## src/atom_io_pkg.sv

```systemverilog
// PIA register offsets, port C bit positions, cassette divider and clock frame
`default_nettype none

package atom_io_pkg;

   // 8255 register offsets on addr[1:0]
   typedef enum logic [1:0] {PIA_PA = 2'd0, PIA_PB = 2'd1, PIA_PC = 2'd2, PIA_CTRL = 2'd3}
      pia_reg_t;

   // Port C upper nibble, all inputs
   localparam int PC_TONE_BIT  = 4;
   localparam int PC_CASIN_BIT = 5;
   localparam int PC_REPT_BIT  = 6;
   localparam int PC_FS_BIT    = 7;

   // Tone half period in CPU enables, 208 = 16 * 13
   localparam int CAS_DIV = 208;
   localparam int CAS_W   = $clog2(CAS_DIV);

   // 25 MHz divided down in frames of 25 cycles
   localparam int CLK_FRAME  = 25;
   localparam int CLK_ACTIVE = 16;
   localparam int FRAME_W    = $clog2(CLK_FRAME);

endpackage

`default_nettype wire

```

## src/atom_map_pkg.sv

```systemverilog
// Memory map constants, address region enum and turbo speed enum
`default_nettype none

package atom_map_pkg;

   // Bus widths seen by the external master
   localparam int ADDR_W = 16;
   localparam int DATA_W = 8;

   // ==================================================
   // Address map tags
   // ==================================================

   // C000-FFFF ROM, matched on addr[15:14]
   localparam logic [1:0] ROM_TAG    = 2'b11;
   // B000-B3FF 8255 PIA, matched on addr[15:10]
   localparam logic [5:0] PIA_TAG    = 6'b101100;
   // B400-B7FF empty, reads as zero
   localparam logic [5:0] PL8_TAG    = 6'b101101;
   // B800-BFFF old VIA and SPI space, matched on addr[15:11]
   localparam logic [4:0] UNUSED_TAG = 5'b10111;

   // Lock flag lives in bit 5 of zero page E7
   localparam logic [ADDR_W-1:0] LOCK_ADDR = 16'h00E7;
   localparam int                LOCK_BIT  = 5;

   // Floating bus value, bus capacitance and pull downs
   localparam logic [DATA_W-1:0] UNUSED_MASK = 8'hF1;

   typedef enum logic [2:0] {MEM, ROM, PIA, PL8, UNUSED} region_t;

   typedef enum logic [1:0] {SPEED_1M, SPEED_2M, SPEED_4M, SPEED_8M} turbo_t;

endpackage

`default_nettype wire

```

## src/atom_bus_ctrl.sv

```systemverilog
// Bus cycle FSM, request and response handshakes around one CPU access slot
`timescale 1ns/1ps
`default_nettype none

module atom_bus_ctrl
(
   input  wire logic                              clk25,
   input  wire logic                              reset,
   input  wire logic                              cpu_clken,
   // Request channel
   input  wire logic                              req_valid,
   output logic                                   req_ready,
   input  wire logic                              req_write,
   input  wire logic [atom_map_pkg::ADDR_W-1:0]   req_addr,
   input  wire logic [atom_map_pkg::DATA_W-1:0]   req_wdata,
   // Response channel
   output logic                                   rsp_valid,
   input  wire logic                              rsp_ready,
   output logic      [atom_map_pkg::DATA_W-1:0]   rsp_rdata,
   // Access towards the decode
   output logic                                   access,
   output logic      [atom_map_pkg::ADDR_W-1:0]   acc_addr,
   output logic      [atom_map_pkg::DATA_W-1:0]   acc_wdata,
   output logic                                   acc_write,
   input  wire logic [atom_map_pkg::DATA_W-1:0]   rdata
);
   import atom_map_pkg::*;

   typedef enum logic [1:0] {IDLE, WAIT_EN, RESP} state_t;

   state_t state;
   state_t state_next;

   // One transaction in flight
   assign req_ready = (state == IDLE);
   assign rsp_valid = (state == RESP);

   // Access lands on the first enable after acceptance
   assign access = (state == WAIT_EN) && cpu_clken;

   always_comb
   begin
      state_next = state;
      case (state)
         IDLE:
            if (req_valid)
               state_next = WAIT_EN;
         WAIT_EN:
            if (cpu_clken)
               state_next = RESP;
         RESP:
            if (rsp_ready)
               state_next = IDLE;
         default:
            state_next = IDLE;
      endcase
   end

   always_ff @(posedge clk25 or posedge reset)
   begin
      if (reset)
         state <= IDLE;
      else
         state <= state_next;
   end

   // Request fields held from acceptance to access
   always_ff @(posedge clk25)
   begin
      if (req_valid && req_ready)
      begin
         acc_addr  <= req_addr;
         acc_wdata <= req_wdata;
         acc_write <= req_write;
      end
   end

   // Read data captured in the access cycle, stable under back-pressure
   always_ff @(posedge clk25)
   begin
      if (access)
         rsp_rdata <= rdata;
   end

endmodule

`default_nettype wire

```

## src/atom_bus_decode.sv

```systemverilog
// Address region decode, ROM write mask, read data mux and lock flag snoop
`timescale 1ns/1ps
`default_nettype none

module atom_bus_decode
(
   input  wire logic                              clk25,
   input  wire logic                              reset,
   input  wire logic                              access,
   input  wire logic [atom_map_pkg::ADDR_W-1:0]   acc_addr,
   input  wire logic [atom_map_pkg::DATA_W-1:0]   acc_wdata,
   input  wire logic                              acc_write,
   // External memory port
   output logic      [atom_map_pkg::ADDR_W-1:0]   mem_addr,
   output logic      [atom_map_pkg::DATA_W-1:0]   mem_wdata,
   output logic                                   mem_we,
   input  wire logic [atom_map_pkg::DATA_W-1:0]   mem_rdata,
   // PIA
   output logic                                   pia_sel,
   input  wire logic [atom_map_pkg::DATA_W-1:0]   pia_rdata,
   // Back to the controller
   output logic      [atom_map_pkg::DATA_W-1:0]   rdata,
   output logic                                   lock
);
   import atom_map_pkg::*;

   region_t           region;
   logic [DATA_W-1:0] unused_val;

   // ==================================================
   // Region decode
   // ==================================================

   // RAM, video RAM and ROM all sit on the one memory port
   always_comb
   begin
      if (acc_addr[15:14] == ROM_TAG)
         region = ROM;
      else if (acc_addr[15:10] == PIA_TAG)
         region = PIA;
      else if (acc_addr[15:10] == PL8_TAG)
         region = PL8;
      else if (acc_addr[15:11] == UNUSED_TAG)
         region = UNUSED;
      else
         region = MEM;
   end

   assign mem_addr  = acc_addr;
   assign mem_wdata = acc_wdata;

   // ROM writes never reach memory
   assign mem_we  = access && acc_write && (region == MEM);
   assign pia_sel = access && (region == PIA);

   // ==================================================
   // Read data mux
   // ==================================================

   // Floating bus, high address byte with some bits pulled down
   assign unused_val = acc_addr[ADDR_W-1 -: DATA_W] & UNUSED_MASK;

   always_comb
   begin
      case (region)
         MEM, ROM: rdata = mem_rdata;
         PIA:      rdata = pia_rdata;
         PL8:      rdata = '0;
         // UNUSED, old VIA and SPI space included
         default:  rdata = unused_val;
      endcase
   end

   // Snoop the lock flag on writes to E7
   always_ff @(posedge clk25 or posedge reset)
   begin
      if (reset)
         lock <= 1'b0;
      else if (access && acc_write && (acc_addr == LOCK_ADDR))
         lock <= acc_wdata[LOCK_BIT];
   end

endmodule

`default_nettype wire

```

## src/atom_cassette.sv

```systemverilog
// Cassette tone divider, cassette output and sound
`timescale 1ns/1ps
`default_nettype none

module atom_cassette
(
   input  wire logic       clk25,
   input  wire logic       reset,
   input  wire logic       cpu_clken,
   input  wire logic [3:0] pc_low,
   output logic            cas_tone,
   output logic            cas_out,
   output logic            sound
);
   import atom_io_pkg::*;

   logic [CAS_W-1:0] cas_cnt;

   // Tone toggles every CAS_DIV CPU enables
   always_ff @(posedge clk25 or posedge reset)
   begin
      if (reset)
      begin
         cas_cnt  <= '0;
         cas_tone <= 1'b0;
      end
      else if (cpu_clken)
      begin
         if (cas_cnt == CAS_W'(CAS_DIV - 1))
         begin
            cas_cnt  <= '0;
            cas_tone <= !cas_tone;
         end
         else
            cas_cnt <= cas_cnt + 1'b1;
      end
   end

   assign sound = pc_low[2];

   // Two NAND gates and an inverter, as on the board
   assign cas_out = !(pc_low[0] && !(pc_low[1] && !cas_tone));

endmodule

`default_nettype wire

```

## src/atom_clken.sv

```systemverilog
// CPU clock enable divider, 1/2/4/8 accesses per 25 cycle frame
`timescale 1ns/1ps
`default_nettype none

module atom_clken
(
   input  wire logic                 clk25,
   input  wire logic                 reset,
   input  wire atom_map_pkg::turbo_t turbo,
   output logic                      cpu_clken
);
   import atom_map_pkg::*;
   import atom_io_pkg::*;

   logic [FRAME_W-1:0] frame_cnt;
   logic               active;
   logic               en_next;

   // Enables only fall in the first part of the frame
   assign active = (frame_cnt < FRAME_W'(CLK_ACTIVE));

   // Spacing of the enables halves with each speed step
   always_comb
   begin
      case (turbo)
         SPEED_1M: en_next = active && (frame_cnt[3:0] == 4'd0);
         SPEED_2M: en_next = active && (frame_cnt[2:0] == 3'd0);
         SPEED_4M: en_next = active && (frame_cnt[1:0] == 2'd0);
         SPEED_8M: en_next = active && (frame_cnt[0] == 1'b0);
         default:  en_next = 1'b0;
      endcase
   end

   // Frame counter 0..24 and registered enable
   always_ff @(posedge clk25 or posedge reset)
   begin
      if (reset)
      begin
         frame_cnt <= '0;
         cpu_clken <= 1'b0;
      end
      else
      begin
         if (frame_cnt == FRAME_W'(CLK_FRAME - 1))
            frame_cnt <= '0;
         else
            frame_cnt <= frame_cnt + 1'b1;
         cpu_clken <= en_next;
      end
   end

endmodule

`default_nettype wire

```

## src/atom_io_top.sv

```systemverilog
// Top level, bus port in place of the CPU, clock enable, decode, PIA and cassette
`timescale 1ns/1ps
`default_nettype none

module atom_io_top
(
   input  wire logic                              clk25,
   input  wire logic                              reset,
   input  wire atom_map_pkg::turbo_t              turbo,
   // Request channel
   input  wire logic                              req_valid,
   output logic                                   req_ready,
   input  wire logic                              req_write,
   input  wire logic [atom_map_pkg::ADDR_W-1:0]   req_addr,
   input  wire logic [atom_map_pkg::DATA_W-1:0]   req_wdata,
   // Response channel
   output logic                                   rsp_valid,
   input  wire logic                              rsp_ready,
   output logic      [atom_map_pkg::DATA_W-1:0]   rsp_rdata,
   // External memory, split data buses
   output logic      [atom_map_pkg::ADDR_W-1:0]   mem_addr,
   output logic      [atom_map_pkg::DATA_W-1:0]   mem_wdata,
   output logic                                   mem_we,
   input  wire logic [atom_map_pkg::DATA_W-1:0]   mem_rdata,
   // Keyboard and video
   input  wire logic [5:0]                        keyout,
   input  wire logic                              shift_n,
   input  wire logic                              ctrl_n,
   input  wire logic                              rept_n,
   input  wire logic                              fs_n,
   // Cassette and flags
   input  wire logic                              cas_in,
   output logic                                   cas_out,
   output logic                                   sound,
   output logic                                   lock,
   output logic                                   cpu_clken
);
   import atom_map_pkg::*;
   import atom_io_pkg::*;

   logic              access;
   logic [ADDR_W-1:0] acc_addr;
   logic [DATA_W-1:0] acc_wdata;
   logic              acc_write;
   logic [DATA_W-1:0] rdata;
   logic              pia_sel;
   logic [DATA_W-1:0] pia_rdata;
   logic [3:0]        pc_low;
   logic              cas_tone;

   atom_clken u_clken
   (
      .clk25     (clk25),
      .reset     (reset),
      .turbo     (turbo),
      .cpu_clken (cpu_clken)
   );

   atom_bus_ctrl u_bus_ctrl
   (
      .clk25     (clk25),
      .reset     (reset),
      .cpu_clken (cpu_clken),
      .req_valid (req_valid),
      .req_ready (req_ready),
      .req_write (req_write),
      .req_addr  (req_addr),
      .req_wdata (req_wdata),
      .rsp_valid (rsp_valid),
      .rsp_ready (rsp_ready),
      .rsp_rdata (rsp_rdata),
      .access    (access),
      .acc_addr  (acc_addr),
      .acc_wdata (acc_wdata),
      .acc_write (acc_write),
      .rdata     (rdata)
   );

   atom_bus_decode u_bus_decode
   (
      .clk25     (clk25),
      .reset     (reset),
      .access    (access),
      .acc_addr  (acc_addr),
      .acc_wdata (acc_wdata),
      .acc_write (acc_write),
      .mem_addr  (mem_addr),
      .mem_wdata (mem_wdata),
      .mem_we    (mem_we),
      .mem_rdata (mem_rdata),
      .pia_sel   (pia_sel),
      .pia_rdata (pia_rdata),
      .rdata     (rdata),
      .lock      (lock)
   );

   // Register select from the two low address bits
   atom_pia u_pia
   (
      .clk25     (clk25),
      .reset     (reset),
      .pia_sel   (pia_sel),
      .acc_write (acc_write),
      .pia_reg   (pia_reg_t'(acc_addr[1:0])),
      .acc_wdata (acc_wdata),
      .pia_rdata (pia_rdata),
      .keyout    (keyout),
      .shift_n   (shift_n),
      .ctrl_n    (ctrl_n),
      .rept_n    (rept_n),
      .fs_n      (fs_n),
      .cas_in    (cas_in),
      .cas_tone  (cas_tone),
      .pc_low    (pc_low)
   );

   atom_cassette u_cassette
   (
      .clk25     (clk25),
      .reset     (reset),
      .cpu_clken (cpu_clken),
      .pc_low    (pc_low),
      .cas_tone  (cas_tone),
      .cas_out   (cas_out),
      .sound     (sound)
   );

endmodule

`default_nettype wire

```

## src/atom_pia.sv

```systemverilog
// 8255 PIA model, port A latch, port C low nibble, bit set/reset, keyboard on B
`timescale 1ns/1ps
`default_nettype none

module atom_pia
(
   input  wire logic                              clk25,
   input  wire logic                              reset,
   input  wire logic                              pia_sel,
   input  wire logic                              acc_write,
   input  wire atom_io_pkg::pia_reg_t             pia_reg,
   input  wire logic [atom_map_pkg::DATA_W-1:0]   acc_wdata,
   output logic      [atom_map_pkg::DATA_W-1:0]   pia_rdata,
   // Keyboard and video status
   input  wire logic [5:0]                        keyout,
   input  wire logic                              shift_n,
   input  wire logic                              ctrl_n,
   input  wire logic                              rept_n,
   input  wire logic                              fs_n,
   // Cassette
   input  wire logic                              cas_in,
   input  wire logic                              cas_tone,
   output logic      [3:0]                        pc_low
);
   import atom_map_pkg::*;
   import atom_io_pkg::*;

   logic [DATA_W-1:0] pa_q;
   logic [3:0]        pc_q;
   logic [DATA_W-1:0] pb_rd;
   logic [DATA_W-1:0] pc_rd;

   // Port directions are fixed, A and C low out, B and C high in
   always_ff @(posedge clk25 or posedge reset)
   begin
      if (reset)
      begin
         pa_q <= '0;
         pc_q <= '0;
      end
      else if (pia_sel && acc_write)
      begin
         case (pia_reg)
            PIA_PA: pa_q <= acc_wdata;
            PIA_PC: pc_q <= acc_wdata[3:0];
            // Bit set/reset on port C when bit 7 is clear
            PIA_CTRL:
               if (!acc_wdata[7])
                  pc_q[acc_wdata[2:1]] <= acc_wdata[0];
            default: ;
         endcase
      end
   end

   assign pb_rd = {shift_n, ctrl_n, keyout};

   always_comb
   begin
      pc_rd               = '0;
      pc_rd[3:0]          = pc_q;
      pc_rd[PC_TONE_BIT]  = cas_tone;
      pc_rd[PC_CASIN_BIT] = cas_in;
      pc_rd[PC_REPT_BIT]  = rept_n;
      pc_rd[PC_FS_BIT]    = fs_n;
   end

   always_comb
   begin
      case (pia_reg)
         PIA_PA:  pia_rdata = pa_q;
         PIA_PB:  pia_rdata = pb_rd;
         PIA_PC:  pia_rdata = pc_rd;
         default: pia_rdata = '0;
      endcase
   end

   assign pc_low = pc_q;

endmodule

`default_nettype wire

```

## config.mk

```make
export PLATFORM = sky130hd
export DESIGN_NAME = atom_io_top
export DESIGN_NICKNAME = d
export VERILOG_FILES = /design/src/atom_io_pkg.sv /design/src/atom_map_pkg.sv /design/src/atom_bus_ctrl.sv /design/src/atom_bus_decode.sv /design/src/atom_cassette.sv /design/src/atom_clken.sv /design/src/atom_io_top.sv /design/src/atom_pia.sv
export SDC_FILE = /design/constraint.sdc
export NUM_CORES = 1
export LEC_CHECK = 0
export ABC_AREA = 0
export ABC_CLOCK_PERIOD_IN_PS = 4300
export BUFFER_PORTS_ARGS = -buffer_cell sky130_fd_sc_hd__buf_2
export CAP_MARGIN = 20
export CORE_AREA = 5 5 78 80
export DETAILED_ROUTE_END_ITERATION = 6
export DIE_AREA = 0 0 83 85
export GPL_TIMING_DRIVEN = 0
export PLACE_DENSITY = 0.83
export SYNTH_ARGS = -nofsm -noshare
export SYNTH_HDL_FRONTEND = slang
export SYNTH_SLANG_ARGS = --single-unit
```

## constraint.sdc

```tcl
create_clock -name clk25 -period 4.3 [get_ports clk25]
set_input_delay 0 -clock clk25 [delete_from_list [all_inputs] [get_ports clk25]]
set_output_delay 0 -clock clk25 [all_outputs]
set_load 0.01 [all_outputs]
```

== Word level (Yosys, flattened, before mapping) ==
Index checks and enable logic that the tools add are counted.

* Flip-flop bits (word level): 63
* Bits of input ports: 50
* Output and inout port bits: 39
* Word-level logic and storage cells: 88

* Add/sub/neg operators: 2
* Magnitude comparators: 3
* Equal/unequal tests: 22
* Multiplexer cells: 18
* Bitwise logic cells: 1
* Reduce and logical (&&, ||, !) cells: 30

{| class="wikitable"
|+ Operators by type and width
! cell !! count
|-
| one-hot mux 8 bit (3 select lines) || 2
|-
| == test 16 x 8 -> 1 bit (second input constant) || 1
|-
| logical AND 1 bit || 14
|-
| == test 2 bit (second input constant) || 6
|-
| == test 6 bit (second input constant) || 2
|-
| 2-to-1 mux 3 bit || 4
|-
| == test 5 bit (second input constant) || 2
|-
| adder 8 x 1 -> 8 bit (second input constant) || 1
|-
| == test 8 bit (second input constant) || 1
|-
| logical NOT 2 bit || 4
|-
| 2-to-1 mux 8 bit || 1
|-
| one-hot mux 4 bit (2 select lines) || 1
|-
| == test 2 x 1 -> 1 bit (second input constant) || 3
|-
| == test 3 x 2 -> 1 bit (second input constant) || 2
|-
| logical NOT 3 bit || 2
|-
| 2-to-1 mux 2 bit || 3
|-
| != test 2 bit (second input constant) || 3
|-
| one-hot mux 2 bit (3 select lines) || 1
|-
| AND reduction 3 bit || 2
|-
| adder 5 x 1 -> 5 bit (second input constant) || 1
|-
| < comparator 5 bit (second input constant) || 1
|-
| 2-to-1 mux 5 bit || 1
|-
| bitwise mux 4 bit || 1
|-
| logical NOT 4 bit || 1
|-
| 13 further kinds || 16
|}

== Longest topological paths before layout ==
* Word-level depth: 9
* Gate-level depth with buffers: 5
* Gate-level depth less buffers: 5

== Cells and area by module ==
A second synthesis with hierarchy kept.

* Cell total of the unflattened synthesis: 257
* Area total of the unflattened synthesis: 3,081.7 um^2

{| class="wikitable"
|+ By module, submodules not included
! module !! instances !! cells each !! area each (um^2) !! seq. area each (um^2)
|-
| atom_bus_ctrl || 1 || 46 || 1,106.1 || 1,041.0
|-
| atom_pia || 1 || 75 || 752.0 || 300.3
|-
| atom_cassette || 1 || 47 || 498.0 || 225.2
|-
| atom_bus_decode || 1 || 58 || 417.9 || 25.0
|-
| atom_clken || 1 || 31 || 307.8 || 150.1
|}

== Worst setup path before layout ==
Ideal clock, no wire load.

* Kind: register to register
* From: register u_clken.cpu_clken
* To: register u_bus_ctrl.rsp_rdata[0] in the netlist's numbering (enable)
* Library setup time: 388 ps
* Data arrival time: 1,332 ps
* Data required time: 3,912 ps
* Path slack: 2,580 ps
* Stages on the path, launching flop included: 4
* Buffers on the path: 1
* Clock period less this slack: 1,720 ps
* Cell sequence: dfrtp_1 -> buf_4 -> inv_1 -> nor3b_1

* Word-level cells in the longest chain between the ends: 1

{| class="wikitable"
|+ Ends and longest elaborated chain
! what !! RTL line !! text
|-
| start, declared || atom_clken.sv:10 || <nowiki>output logic cpu_clken</nowiki>
|-
| start signal, assigned || atom_clken.sv:48 || <nowiki>cpu_clken <= en_next;</nowiki>
|-
| logical AND 1 bit || atom_bus_ctrl.sv:39 || <nowiki>assign access = (state == WAIT_EN) && cpu_clken;</nowiki>
|-
| via access || atom_io_top.sv:41 || <nowiki>logic access;</nowiki>
|-
| end signal, assigned || atom_bus_ctrl.sv:82 || <nowiki>rsp_rdata <= rdata;</nowiki>
|-
| end, declared || atom_bus_ctrl.sv:19 || <nowiki>output logic [atom_map_pkg::DATA_W-1:0] rsp_rdata,</nowiki>
|}

The timed path passes the listed nets, and every way through them passes these cells.
A chain may end at the register's enable or synchronous reset.

== Worst setup path in the final report ==
* From: register u_bus_ctrl.acc_addr[11] in the netlist's numbering
* To: register u_pia.pc_q[2], in the netlist u_pia.pc_low[2]

* Word-level cells in the longest chain between the ends: 9
* Elaborated cells on any way between the ends: 11
* Those cells by class: eq/ne: 4; mux: 4; reduce/logical: 3

{| class="wikitable"
|+ Ends and longest elaborated chain
! what !! RTL line !! text
|-
| start, declared || atom_bus_ctrl.sv:22 || <nowiki>output logic [atom_map_pkg::ADDR_W-1:0] acc_addr,</nowiki>
|-
| start signal, assigned || atom_bus_ctrl.sv:72 || <nowiki>acc_addr <= req_addr;</nowiki>
|-
| == test 5 bit || atom_bus_decode.sv:43 || <nowiki>else if (acc_addr[15:11] == UNUSED_TAG)</nowiki>
|-
| 2-to-1 mux 3 bit || atom_bus_decode.sv:43 ||
|-
| 2-to-1 mux 3 bit || atom_bus_decode.sv:41 || <nowiki>else if (acc_addr[15:10] == PL8_TAG)</nowiki>
|-
| 2-to-1 mux 3 bit * || atom_bus_decode.sv:39 || <nowiki>else if (acc_addr[15:10] == PIA_TAG)</nowiki>
|-
| 2-to-1 mux 3 bit * || atom_bus_decode.sv:37 || <nowiki>if (acc_addr[15:14] == ROM_TAG)</nowiki>
|-
| == test 3 x 2 -> 1 bit * || atom_bus_decode.sv:54 || <nowiki>assign pia_sel = access && (region == PIA);</nowiki>
|-
| logical AND 1 bit * || atom_bus_decode.sv:54 ||
|-
| logical AND 1 bit * || atom_pia.sv:41 || <nowiki>else if (pia_sel && acc_write)</nowiki>
|-
| AND reduction 3 bit (no source line) * || -- ||
|-
| end signal, assigned || atom_pia.sv:45 || <nowiki>PIA_PC: pc_q <= acc_wdata[3:0];</nowiki>
|-
| end signal, assigned by index || atom_pia.sv:49 || <nowiki>pc_q[acc_wdata[2:1]] <= acc_wdata[0];</nowiki>
|-
| end, declared || atom_pia.sv:29 || <nowiki>logic [3:0] pc_q;</nowiki>
|}

Mark *: on every way between the ends. The rest lies on a longest branch, timed or not.

==> out/results.tsv <==
stage	metric	value	unit
status	status	finished clean	
clocking	root buffer cell	clkbuf_8	
synth	Syn Std Cell Area	2800	sq um
finish	Cell Count, Final, Fillers Out	436	
sta	fin crit share	41.5	%
setup_path	Slowest-stage cell, CP	edfxtp_1	
setup_path	Cell Chain, Critical Path	or2_4 -> nor4_4 -> o21ai_0 -> a21bo_2	
finish	nets	412	
setup_path	Setup crit start	u_bus_ctrl.acc_addr[11]	
finish	commonest non-fill, non-tap cell in the layout	buf_2	
sta	Setup TNS Final	0	ps
route	Pre-Repair DR Iteration Count	4	
pwr	Leak Pwr	1.82	nW
route	Iter 0 DRT Violations	123	
route	Remaining DRCs	0	
global_route	gr ovfl total	0	
place	Post-DP Area	3360	sq um
hold_path	worst hold path class	input pin to flip-flop	
setup_path	kind of critical path	flip-flop to flip-flop	
global_route	vias in the first global route	2415	
synth	FFs w/ async S/R, synth	47.6	%
place	routability cong.	0.857	
hold_path	hold_sp	turbo[0]	
setup_path	worst stage delay on the critical path	470	ps
route	WL/cell	16.5	microns
route	DRT Wirelength	7180	microns
clocking	post-CTS sizing	0	
sta	Hold Vio Cnt, Final	0	
sta	clock skew	5.61	ps
floorplanning	Die Width	83	microns
synth	synth warn	0	
synth	register area share after synthesis	62.3	%
setup_path	Crit. End Element	flip-flop	
floorplanning	core area	5340	sq um
synth	Mean Syn Cell Area	12.8	sq um
global_route	initial antenna violation count	0	
global_route	pin count of the biggest net entering global routing	26	
sta	Final Max Slew Viols	0	
synth	Synth Net Count	272	
sta	relative slew slack	60.5	%
clocking	CTS clk-pin slew, worst paths	70	ps
setup_path	CP startpoint kind	flip-flop	
synth	EDFF count, synth	33	
sta	min cycle time layout	1790	ps
global_route	first-pass GRT wire length	11800	microns
pwr	Tot Pwr	1.46	mW
clocking	clk buf depth	2	
clocking	htree depth	3	
floorplanning	Die ar.	7060	sq um
setup_path	WP data arrival	2020	ps
pwr	pwr/cell area	363	nW/um^2
floorplanning	Ports	89	
sta	RSZ-0062 raised after global routing	no	
clocking	worst skew pair latency	340	ps
finish	share of cells above drive strength 1	34.6	%
clocking	CTS Sinks	63	
sta	slew at the pin closest to its max-slew limit	592	ps
pwr	Worst VDD drop	295	uV
route	post-route antenna net violation count	0	
route	vias per cell	5.25	
synth	post-synth cell types	42	
route	DR vias	2291	
sta	# setup viols final	0	
finish	Design Area, Final	4030	sq um
place	input/output buffers	88	
finish	most frequent cells in the layout	buf_2, dlygate4sd3_1, edfxtp_1	
floorplanning	Chip Height	85	microns
floorplanning	FP Rows	27	
clocking	CTS tree	done	
synth	#FFs+latches synth	63	
sta	max frequency	560	MHz
synth	Synth Flop Type	edfxtp_1	
job	Max Cap Viol	0	
global_route	Total GRT Usage	21.5	%
setup_path	crit-path max FO	7	
place	DP Cell Count	381	
finish	ANT cells	0	
place	Final HPWL DP	4650	microns
floorplanning	starting density of the core	52.4	%
setup_path	launching point of the worst reg2reg path	u_bus_ctrl.acc_addr[11]	
synth	Synth Instances	219	
finish	area grow syn2layout	44.0	%
setup_path	Critical Path RT	4530	ps
clocking	CTS Buf Count	9	
-- sequential cells by signal, summed over array words and instances (netlist names) --
name	count
u_bus_ctrl.acc_addr	16
u_bus_ctrl.acc_wdata	8
u_bus_ctrl.acc_write	1
u_bus_ctrl.rsp_rdata	8
u_bus_ctrl.state	2
u_bus_decode.lock	1
u_cassette.cas_cnt	8
u_cassette.cas_tone	1
u_clken.cpu_clken	1
u_clken.frame_cnt	5
u_pia.pa_q	8
u_pia.pc_low	4
-- report_power, final --
group | leakage (nW) | internal (mW) | switching (mW)
Clock | 0.126 | 0.443 | 0.226
Sequential | 0.683 | 0.659 | 0.0269
Combinational | 1.01 | 0.0666 | 0.0386
-- through the flow --
stage	setup slack [ps]	utilization [%]	hold WS (ps)
4_1_cts	2450	74.9	42.5
6_report	2510	75.4	44.6
3_5_place_dp	2450	62.9	93.0
3_3_place_gp	2250	62.3	176
2_1_floorplan	2580	-	90.8
5_1_grt	2440	75.4	68.5
-- per-layer routing --
metal	GRT usage, %	part of all wire (%)	up-vias
met5	0	0	-
met4	8.32	0.68	0
met3	6.99	7.2	6
met2	37.7	53	105
met1	24.3	39	1092
li1	-	-	1088
-- cell type report --
cell class	count	area (sq um)
clock inverter	6	133
tap	72	90.1
timing repair buffer	129	881
sequential	63	1740
multi-input combinational	142	992
inverter	9	33.8
buffer	5	27.5
clock buffer	10	128
fill	362	1310
-- kinds of logic after synthesis --
family                     Yosys count  share of synthesized area [%]
adders and majority gates            3                           1.34
muxes                               21                           8.01
xor gates and xnor gates             7                           2.19
DFF                                 63                           62.3
AOI/OAI and AO/OA                   43                           9.85
and+or+nand+nor                     68                           14.1
buffers and inverters               14                           2.19
-- worst max-delay path: cells and delay by family (launching register included) --
family,cells,cell delay (ps)
and+or+nand+nor,2,750
DFF,1,470
AOI/OAI and AO/OA,2,450
-- worst paths after layout --
path	cells past startpoint	slack [ps]	endpoint
worst min-delay path	4	40	u_clken.cpu_clken
worst max register to register	4	2510	u_pia.pc_low[2]
min in group asynchronous	3	270	u_clken.cpu_clken
worst min register to register	1	490	u_clken.frame_cnt[0]
worst max-delay path	4	2510	u_pia.pc_low[2]
max in group asynchronous	4	3540	u_pia.pa_q[2]
-- timing repair --
| action | CTS | global route |
|---|---|---|
| endpoints found under the hold margin | 48 | 0 |
| hold buffers | 38 | 0 |
| buffers inserted | 0 | 0 |
-- synthesized netlist by cell type (3+ instances only) --
library cell,n,share of area [%]
a21oi_1,6,1.1
nand2_1,23,3.1
nor2b_1,4,0.90
dfrtp_1,30,27
xnor2_1,4,1.3
mux2_2,10,4.0
ha_1,3,1.3
mux2i_1,10,3.6
nand3_1,4,0.72
inv_1,9,1.2
o21ai_0,20,3.6
a22o_1,5,1.6
edfxtp_1,33,35
nor2_1,11,1.5
a221o_1,3,1.1
nor3_1,6,1.1
xor2_1,3,0.94
No activity file was read; power rests on OpenSTA's default activity.
